[src/design/seg_video_pkg.sv]
// shared types for the seven-segment video display

package seg_video_pkg;

  // --------------------------------------------------------------------
  // plain vector types
  // --------------------------------------------------------------------

  // beam coordinate, pixels or lines
  typedef logic [9:0] pos_t;

  // digit code, 0 to 9 drawn, 10 to 15 blank
  typedef logic [3:0] digit_t;

  // digit column index into the store
  typedef logic [3:0] digit_addr_t;

  // segment lamps
  // bit 6 top, 5 upper right, 4 lower right, 3 bottom,
  // 2 lower left, 1 upper left, 0 middle
  typedef logic [6:0] segments_t;

  // one line of the 5x5 glyph, bit 4 is the leftmost pixel
  typedef logic [4:0] glyph_row_t;

  // {blue, green, red}
  typedef logic [2:0] rgb_t;

  // --------------------------------------------------------------------
  // beam state from the timing generator
  // --------------------------------------------------------------------

  // 23 bits in all
  typedef struct packed {
    pos_t hpos;
    pos_t vpos;
    logic display_on;
    logic hsync;
    logic vsync;
  } beam_t;

endpackage
[src/design/seg_display_top.sv]
`timescale 1ns/100ps

module seg_display_top #(
  parameter int H_ACTIVE = 640,
  parameter int H_FRONT  = 16,
  parameter int H_SYNC   = 96,
  parameter int H_BACK   = 48,
  parameter int V_ACTIVE = 480,
  parameter int V_FRONT  = 10,
  parameter int V_SYNC   = 2,
  parameter int V_BACK   = 33
) (
  input  logic                       clk,
  input  logic                       rst_n,
  input  logic                       wr_en,
  input  seg_video_pkg::digit_addr_t wr_addr,
  input  seg_video_pkg::digit_t      wr_digit,
  output logic                       hsync,
  output logic                       vsync,
  output seg_video_pkg::rgb_t        rgb
);

  import seg_video_pkg::*;

  beam_t       beam;
  digit_addr_t rd_addr;
  digit_t      rd_digit;

  // --------------------------------------------------------------------
  // raster timing
  // --------------------------------------------------------------------

  video_timing #(
    .H_ACTIVE (H_ACTIVE),
    .H_FRONT  (H_FRONT),
    .H_SYNC   (H_SYNC),
    .H_BACK   (H_BACK),
    .V_ACTIVE (V_ACTIVE),
    .V_FRONT  (V_FRONT),
    .V_SYNC   (V_SYNC),
    .V_BACK   (V_BACK)
  ) u_timing (
    .clk   (clk),
    .rst_n (rst_n),
    .beam  (beam)
  );

  // --------------------------------------------------------------------
  // digit storage and rendering
  // --------------------------------------------------------------------

  digit_store u_store (
    .clk      (clk),
    .rst_n    (rst_n),
    .wr_en    (wr_en),
    .wr_addr  (wr_addr),
    .wr_digit (wr_digit),
    .rd_addr  (rd_addr),
    .rd_digit (rd_digit)
  );

  // two cycles from beam to pins
  glyph_renderer u_renderer (
    .clk      (clk),
    .rst_n    (rst_n),
    .beam     (beam),
    .rd_addr  (rd_addr),
    .rd_digit (rd_digit),
    .hsync    (hsync),
    .vsync    (vsync),
    .rgb      (rgb)
  );

endmodule

[src/design/glyph_renderer.sv]
`timescale 1ns/100ps

module glyph_renderer (
  input  logic                       clk,
  input  logic                       rst_n,
  input  seg_video_pkg::beam_t       beam,
  output seg_video_pkg::digit_addr_t rd_addr,
  input  seg_video_pkg::digit_t      rd_digit,
  output logic                       hsync,
  output logic                       vsync,
  output seg_video_pkg::rgb_t        rgb
);

  import seg_video_pkg::*;

  // one glyph line from the lamp set, built by XOR of strokes
  function automatic glyph_row_t segment_row(segments_t seg, logic [2:0] line);
    glyph_row_t row;
    case (line)
      3'd0: row = {5{seg[6]}} ^ {4'b0000, seg[5]} ^ {seg[1], 4'b0000};
      3'd1: row = {seg[1], 3'b000, seg[5]};
      3'd2: row = {5{seg[0]}} ^ {4'b0000, |seg[5:4]} ^ {|seg[2:1], 4'b0000};
      3'd3: row = {seg[2], 3'b000, seg[4]};
      3'd4: row = {5{seg[3]}} ^ {4'b0000, seg[4]} ^ {seg[2], 4'b0000};
      default: row = '0;
    endcase
    return row;
  endfunction

  segments_t  segments;
  beam_t      s1_beam;
  segments_t  s1_segments;
  logic [2:0] xofs;
  logic [2:0] yofs;
  glyph_row_t row_bits;
  logic [7:0] cell_line;
  logic       green;

  // --------------------------------------------------------------------
  // stage 1: look up and decode the digit under the beam
  // --------------------------------------------------------------------

  // 16 pixels per cell, so hpos bits 7:4 pick the column
  assign rd_addr = beam.hpos[7:4];

  seven_segment_decoder u_decoder (
    .digit    (rd_digit),
    .segments (segments)
  );

  always_ff @(posedge clk or negedge rst_n) begin
    if (!rst_n) begin
      s1_beam <= '0;
    end else begin
      s1_beam <= beam;
    end
  end

  always_ff @(posedge clk) begin
    s1_segments <= segments;
  end

  // --------------------------------------------------------------------
  // stage 2: glyph line and pixel select
  // --------------------------------------------------------------------

  // doubled pixels, so drop bit 0 of each offset
  assign xofs = s1_beam.hpos[3:1];
  assign yofs = s1_beam.vpos[3:1];

  assign row_bits = segment_row(s1_segments, yofs);

  // glyph sits in columns 3 to 7 of the cell, ~xofs lands on the right bit
  assign cell_line = {3'b000, row_bits};

  assign green = s1_beam.display_on && (xofs >= 3'd3) && cell_line[~xofs];

  always_ff @(posedge clk or negedge rst_n) begin
    if (!rst_n) begin
      hsync <= 1'b0;
      vsync <= 1'b0;
      rgb   <= '0;
    end else begin
      hsync <= s1_beam.hsync;
      vsync <= s1_beam.vsync;
      rgb   <= {1'b0, green, 1'b0};
    end
  end

  // nothing lit when the beam two cycles back was in blanking
  a_dark_in_blank : assert property (
    @(posedge clk) disable iff (!rst_n)
    !$past(beam.display_on, 2) |-> (rgb == '0)
  ) else $error("pixel lit during blanking");

endmodule

[src/design/seven_segment_decoder.sv]
`timescale 1ns/100ps

module seven_segment_decoder (
  input  seg_video_pkg::digit_t    digit,
  output seg_video_pkg::segments_t segments
);

  // lamp order, msb first
  //   top, upper right, lower right, bottom, lower left, upper left, middle
  always_comb begin
    case (digit)
      4'd0:    segments = 7'b1111110;
      4'd1:    segments = 7'b0110000;
      4'd2:    segments = 7'b1101101;
      4'd3:    segments = 7'b1111001;
      4'd4:    segments = 7'b0110011;
      4'd5:    segments = 7'b1011011;
      4'd6:    segments = 7'b1011111;
      4'd7:    segments = 7'b1110000;
      4'd8:    segments = 7'b1111111;
      4'd9:    segments = 7'b1111011;
      // codes 10 to 15 stay dark
      default: segments = 7'b0000000;
    endcase
  end

endmodule

[src/design/digit_store.sv]
`timescale 1ns/100ps

module digit_store (
  input  logic                       clk,
  input  logic                       rst_n,
  input  logic                       wr_en,
  input  seg_video_pkg::digit_addr_t wr_addr,
  input  seg_video_pkg::digit_t      wr_digit,
  input  seg_video_pkg::digit_addr_t rd_addr,
  output seg_video_pkg::digit_t      rd_digit
);

  import seg_video_pkg::*;

  // one entry per digit column
  localparam int DEPTH = 2 ** $bits(digit_addr_t);

  digit_t digits [DEPTH];

  // --------------------------------------------------------------------
  // write port
  // --------------------------------------------------------------------

  // all digits read as 0 after reset
  always_ff @(posedge clk or negedge rst_n) begin
    if (!rst_n) begin
      for (int i = 0; i < DEPTH; i++) begin
        digits[i] <= '0;
      end
    end else if (wr_en) begin
      digits[wr_addr] <= wr_digit;
    end
  end

  // --------------------------------------------------------------------
  // read port
  // --------------------------------------------------------------------

  // same-cycle read returns the old value, the write lands at the edge
  assign rd_digit = digits[rd_addr];

  a_write_known : assert property (
    @(posedge clk) disable iff (!rst_n)
    wr_en |-> !$isunknown({wr_addr, wr_digit})
  ) else $error("digit write with unknown address or data");

endmodule

[src/design/video_timing.sv]
`timescale 1ns/100ps

module video_timing #(
  parameter int H_ACTIVE = 640,
  parameter int H_FRONT  = 16,
  parameter int H_SYNC   = 96,
  parameter int H_BACK   = 48,
  parameter int V_ACTIVE = 480,
  parameter int V_FRONT  = 10,
  parameter int V_SYNC   = 2,
  parameter int V_BACK   = 33
) (
  input  logic                 clk,
  input  logic                 rst_n,
  output seg_video_pkg::beam_t beam
);

  import seg_video_pkg::*;

  // --------------------------------------------------------------------
  // region boundaries
  // --------------------------------------------------------------------

  localparam pos_t H_ACT_END    = pos_t'(H_ACTIVE);
  localparam pos_t H_SYNC_START = pos_t'(H_ACTIVE + H_FRONT);
  localparam pos_t H_SYNC_END   = pos_t'(H_ACTIVE + H_FRONT + H_SYNC);
  localparam pos_t H_LAST       = pos_t'(H_ACTIVE + H_FRONT + H_SYNC + H_BACK - 1);

  localparam pos_t V_ACT_END    = pos_t'(V_ACTIVE);
  localparam pos_t V_SYNC_START = pos_t'(V_ACTIVE + V_FRONT);
  localparam pos_t V_SYNC_END   = pos_t'(V_ACTIVE + V_FRONT + V_SYNC);
  localparam pos_t V_LAST       = pos_t'(V_ACTIVE + V_FRONT + V_SYNC + V_BACK - 1);

  pos_t hcount;
  pos_t vcount;
  logic h_wrap;
  logic v_wrap;

  assign h_wrap = (hcount == H_LAST);
  assign v_wrap = (vcount == V_LAST);

  // --------------------------------------------------------------------
  // raster counters
  // --------------------------------------------------------------------

  always_ff @(posedge clk or negedge rst_n) begin
    if (!rst_n) begin
      hcount <= '0;
    end else if (h_wrap) begin
      hcount <= '0;
    end else begin
      hcount <= hcount + 1'b1;
    end
  end

  // line count advances once per horizontal wrap
  always_ff @(posedge clk or negedge rst_n) begin
    if (!rst_n) begin
      vcount <= '0;
    end else if (h_wrap) begin
      if (v_wrap) begin
        vcount <= '0;
      end else begin
        vcount <= vcount + 1'b1;
      end
    end
  end

  // beam is straight from the counters, no register stage here
  always_comb begin
    beam.hpos       = hcount;
    beam.vpos       = vcount;
    beam.display_on = (hcount < H_ACT_END) && (vcount < V_ACT_END);
    beam.hsync      = (hcount >= H_SYNC_START) && (hcount < H_SYNC_END);
    beam.vsync      = (vcount >= V_SYNC_START) && (vcount < V_SYNC_END);
  end

  // sync must sit entirely in the blanking interval
  a_hsync_in_blank : assert property (
    @(posedge clk) disable iff (!rst_n)
    !(beam.hsync && beam.display_on)
  ) else $error("hsync asserted inside the active window");

endmodule

[config.mk]
export PLATFORM = sky130hd
export DESIGN_NAME = seg_display_top
export DESIGN_NICKNAME = d
export VERILOG_FILES = /design/src/design/seg_video_pkg.sv /design/src/design/seg_display_top.sv /design/src/design/glyph_renderer.sv /design/src/design/seven_segment_decoder.sv /design/src/design/digit_store.sv /design/src/design/video_timing.sv
export SDC_FILE = /design/constraint.sdc
export NUM_CORES = 1
export LEC_CHECK = 0
export BUFFER_PORTS_ARGS = -buffer_cell sky130_fd_sc_hd__buf_4
export CAP_MARGIN = 5
export CORE_MARGIN = 2
export CORE_UTILIZATION = 44
export DETAILED_ROUTE_END_ITERATION = 10
export PLACE_DENSITY = 0.58
export SLEW_MARGIN = 40
export SYNTH_ARGS = -nofsm -noshare
export SYNTH_HDL_FRONTEND = slang
export SYNTH_SLANG_ARGS = --single-unit
[constraint.sdc]
create_clock -name clk -period 4.5 [get_ports clk]
set_input_delay 0.675 -clock clk [delete_from_list [all_inputs] [get_ports clk]]
set_output_delay 0.675 -clock clk [all_outputs]
set_load 0.05 [all_outputs]
==> results.toml <==
[place]
pre_cts_ws_ns = 1.84
place_congestion = 0.775
dp_hpwl_mm = 6.60
dp_cells = 525
io_buffers = 13

[cts]
tritoncts = "built"
cts_buffer_depth = 2
clk_pin_slew_ns = 0.09
postCtsSetupBuffers = 0
worstSkewPairLatency_ns = 0.37
ctsResizeCount = 0
cts.htree.levels = 3
cts_buffers = 9
root_buffer = "clkbuf_8"
cts.sinks = 103
cts_hold_buf = 0

[route]
wl_per_cell_um = 17.4
viasPerCell = 5.53
firstDrtPassIters = 5
vias = 2994
wl_mm = 9.41
postRouteAntennaNets = 0
drcViolationCount = 0
drt_iter0_markers = 153

[logic_synthesis]
synth_ff_type = "dfrtp_1"
async_flop_share_pct = 93.2
netlist_instances = 388
synth_area_mm2 = 0.00495
yosys_warnings = 0
yosysSeqAreaShare_pct = 51.4
ys_ff_latch = 103
yosysTopAreaCellShare_pct = 48.5
synth_cell_types = 52
synth_area_per_cell_um2 = 12.8
yosys.area.top_type = "dfrtp_1"
synth_edf_count = 0
synth_area_leaders = "dfrtp_1, mux2_2, mux4_1, dfxtp_1, ha_1"

[critical_path]
crit_family = "flip-flops"
path_buf_inv = 1
required_ns = 4.76
critPathMaxFanout = 19
cpMaxStageDelayCell = "dfrtp_2"
worst_setup_path_start_kind = "register"
critPathMaxStageDelay_ns = 0.70
critPathArrivalTime_ns = 2.89
crit_chain = "buf_4, mux4_1, a22oi_1, and2_0, o21ai_0, a21o_1"
end_kind = "register"
critPathKind = "reg2reg"

[hold_path]
hold_class = "in2async"

[global_route]
use_met2_pct = 27.8
grt_use_total_pct = 17.2
grt_max_degree = 73
top_usage_layer = "met2"
grt_pass1_wl_mm = 15.7
grtUsageMet1_pct = 23.2
antenna_found_initial = 0
grt_pass1_vias = 3002
overflow = 0
globalRouteMet3Util_pct = 3.94

[floorplan]
die_area_mm2 = 0.0121
row_count = 38
die_w_um = 110
initial_core_util_pct = 45.5
die_h_um = 110
core_area_mm2 = 0.0109
io_pins = 16

[cells_and_area]
area_delta_synth_final_pct = 7.86
layout.cells.non_filler = 541
drive_above_1_share_pct = 26.9
antennaDiodeCount = 0
nNetsFinal = 417

[outcome]
status = "completed"

[sta]
period_share_pct = 58.3
setup_viol = 0
max_slew_margin_pct = 57.5
finClkSkew_ns = 0.0113
setup_tns_ns = 0
period_needed_ns = 2.63
holdWs_ns = 0.297
setup_ws_ns = 1.87
rsz0062_at_grt = "false"
slew_violations = 0
hold_violations = 0
worstMarginPinSlew_ns = 0.638
max_freq_mhz = 381

[power_and_ir_drop]
pwr-share-seq_pct = 55.1
p_per_area_mw_per_mm2 = 401
total_power_w = 0.00214
power_frac_comb_pct = 19.0
power_switching_w = 0.000570
swShare_pct = 26.6
irDropWorstVdd_uv = 276
pwr-share-clk_pct = 25.9
p_leak_nw = 2.40
intPower_w = 0.00157

[job]
cap_violations = 0
## sequential cells by signal, summed over array words and instances (netlist names)
name                    flops
u_timing.vcount            10
u_renderer.vsync            1
u_renderer.s1_segments      7
u_timing.hcount            10
u_renderer.rgb              1
u_renderer.s1_beam          9
u_renderer.hsync            1
u_store.digits             64
## power groups by stage
| stage | Combinational (W) | Sequential (W) | Clock (W) |
|---|---|---|---|
| 2_1_floorplan | 0.000309 | 0.00118 | 0 |
| 3_3_place_gp | 0.000399 | 0.00120 | 0 |
| 3_5_place_dp | 0.000410 | 0.00120 | 0 |
| 4_1_cts | 0.000411 | 0.00118 | 0.000574 |
| 5_1_grt | 0.000447 | 0.00120 | 0.000621 |
| 6_report | 0.000406 | 0.00118 | 0.000556 |
## cells by family after synthesis
group                    Yosys count  synth area share [%]
AO/OA/AOI/OAI                     46                  6.55
XOR/XNOR                          10                  1.77
adder cells (fa/ha/maj)           10                  2.53
buffers and inverters             32                  3.03
flip-flops                       103                  51.4
multiplexers                      84                  23.5
other                              1                0.0757
AND/OR/NAND/NOR                  102                  11.2
## layer usage
layer  wire [um]  share of wire [%]
met2        4530                 48
met3         216                2.3
met1        4560                 48
met4         104                1.1
met5           0                  0
## layout make-up
class	instances	area (um2)
fillers	958	5550
flip-flops and latches	103	2540
multi-input cells	254	2260
well taps	140	175
clock buffers	10	128
repair buffers	16	124
clock inverters	6	61.3
inverters	12	45.0
## path summary, 6_finish.rpt
path | start | endpoint | slack, ns | depth (start not counted)
max in group asynchronous | rst_n | u_store.digits[18] | 3.42 | 2
max reg2reg | u_timing.hcount[4] | u_renderer.s1_segments[1] | 1.87 | 6
min in group clk | u_renderer.s1_beam[1] | u_renderer.hsync | 0.36 | 0
min | rst_n | u_store.digits[42] | 0.30 | 1
min reg2reg | u_renderer.s1_beam[1] | u_renderer.hsync | 0.36 | 0
max | u_timing.hcount[4] | u_renderer.s1_segments[1] | 1.87 | 6
## Yosys cell counts, drive strengths merged, types with 3 or more instances
cell type	number
dfxtp	7
nand2b	4
nand3b	8
inv	12
a22o	5
and2	3
xnor2	6
dfrtp	96
buf	8
clkbuf	12
nor3b	3
mux2	64
xor2	4
a21oi	6
nor2b	4
mux4	16
mux2i	4
nand2	19
nor2	22
ha	10
o21ai	15
a21o	5
a22oi	4
or3b	3
nand4	4
nand3	11
and3	4
nor3	5
or3	5
## metrics by stage
stage | util, % | area, um2
after CTS | 49.0 | 5340
after floorplan | - | 4950
after global placement | 47.3 | 5140
final | 49.0 | 5340
after detailed placement | 47.3 | 5150
after global routing | 49.0 | 5340
## cell usage in the layout (no fill, tap or decap), types with 4 or more instances in the layout
| master | count |
|---|---|
| mux2_2 | 64 |
| mux2i_1 | 4 |
| nor2_1 | 22 |
| nand2b_1 | 4 |
| nor2b_1 | 4 |
| buf_4 | 15 |
| nand2_1 | 19 |
| mux4_1 | 11 |
| xnor2_1 | 6 |
| or3_1 | 5 |
| o21ai_0 | 15 |
| a21o_1 | 5 |
| nor3_1 | 4 |
| ha_1 | 10 |
| a22oi_1 | 4 |
| nand3b_1 | 8 |
| dfrtp_1 | 94 |
| nand4_1 | 4 |
| a21oi_1 | 6 |
| inv_1 | 12 |
| mux4_2 | 5 |
| clkbuf_8 | 9 |
| a22o_1 | 5 |
| and3_1 | 4 |
| nand3_1 | 11 |
| dfxtp_1 | 7 |
| xor2_1 | 4 |
Note: power is estimated with default switching activity, not from simulation.
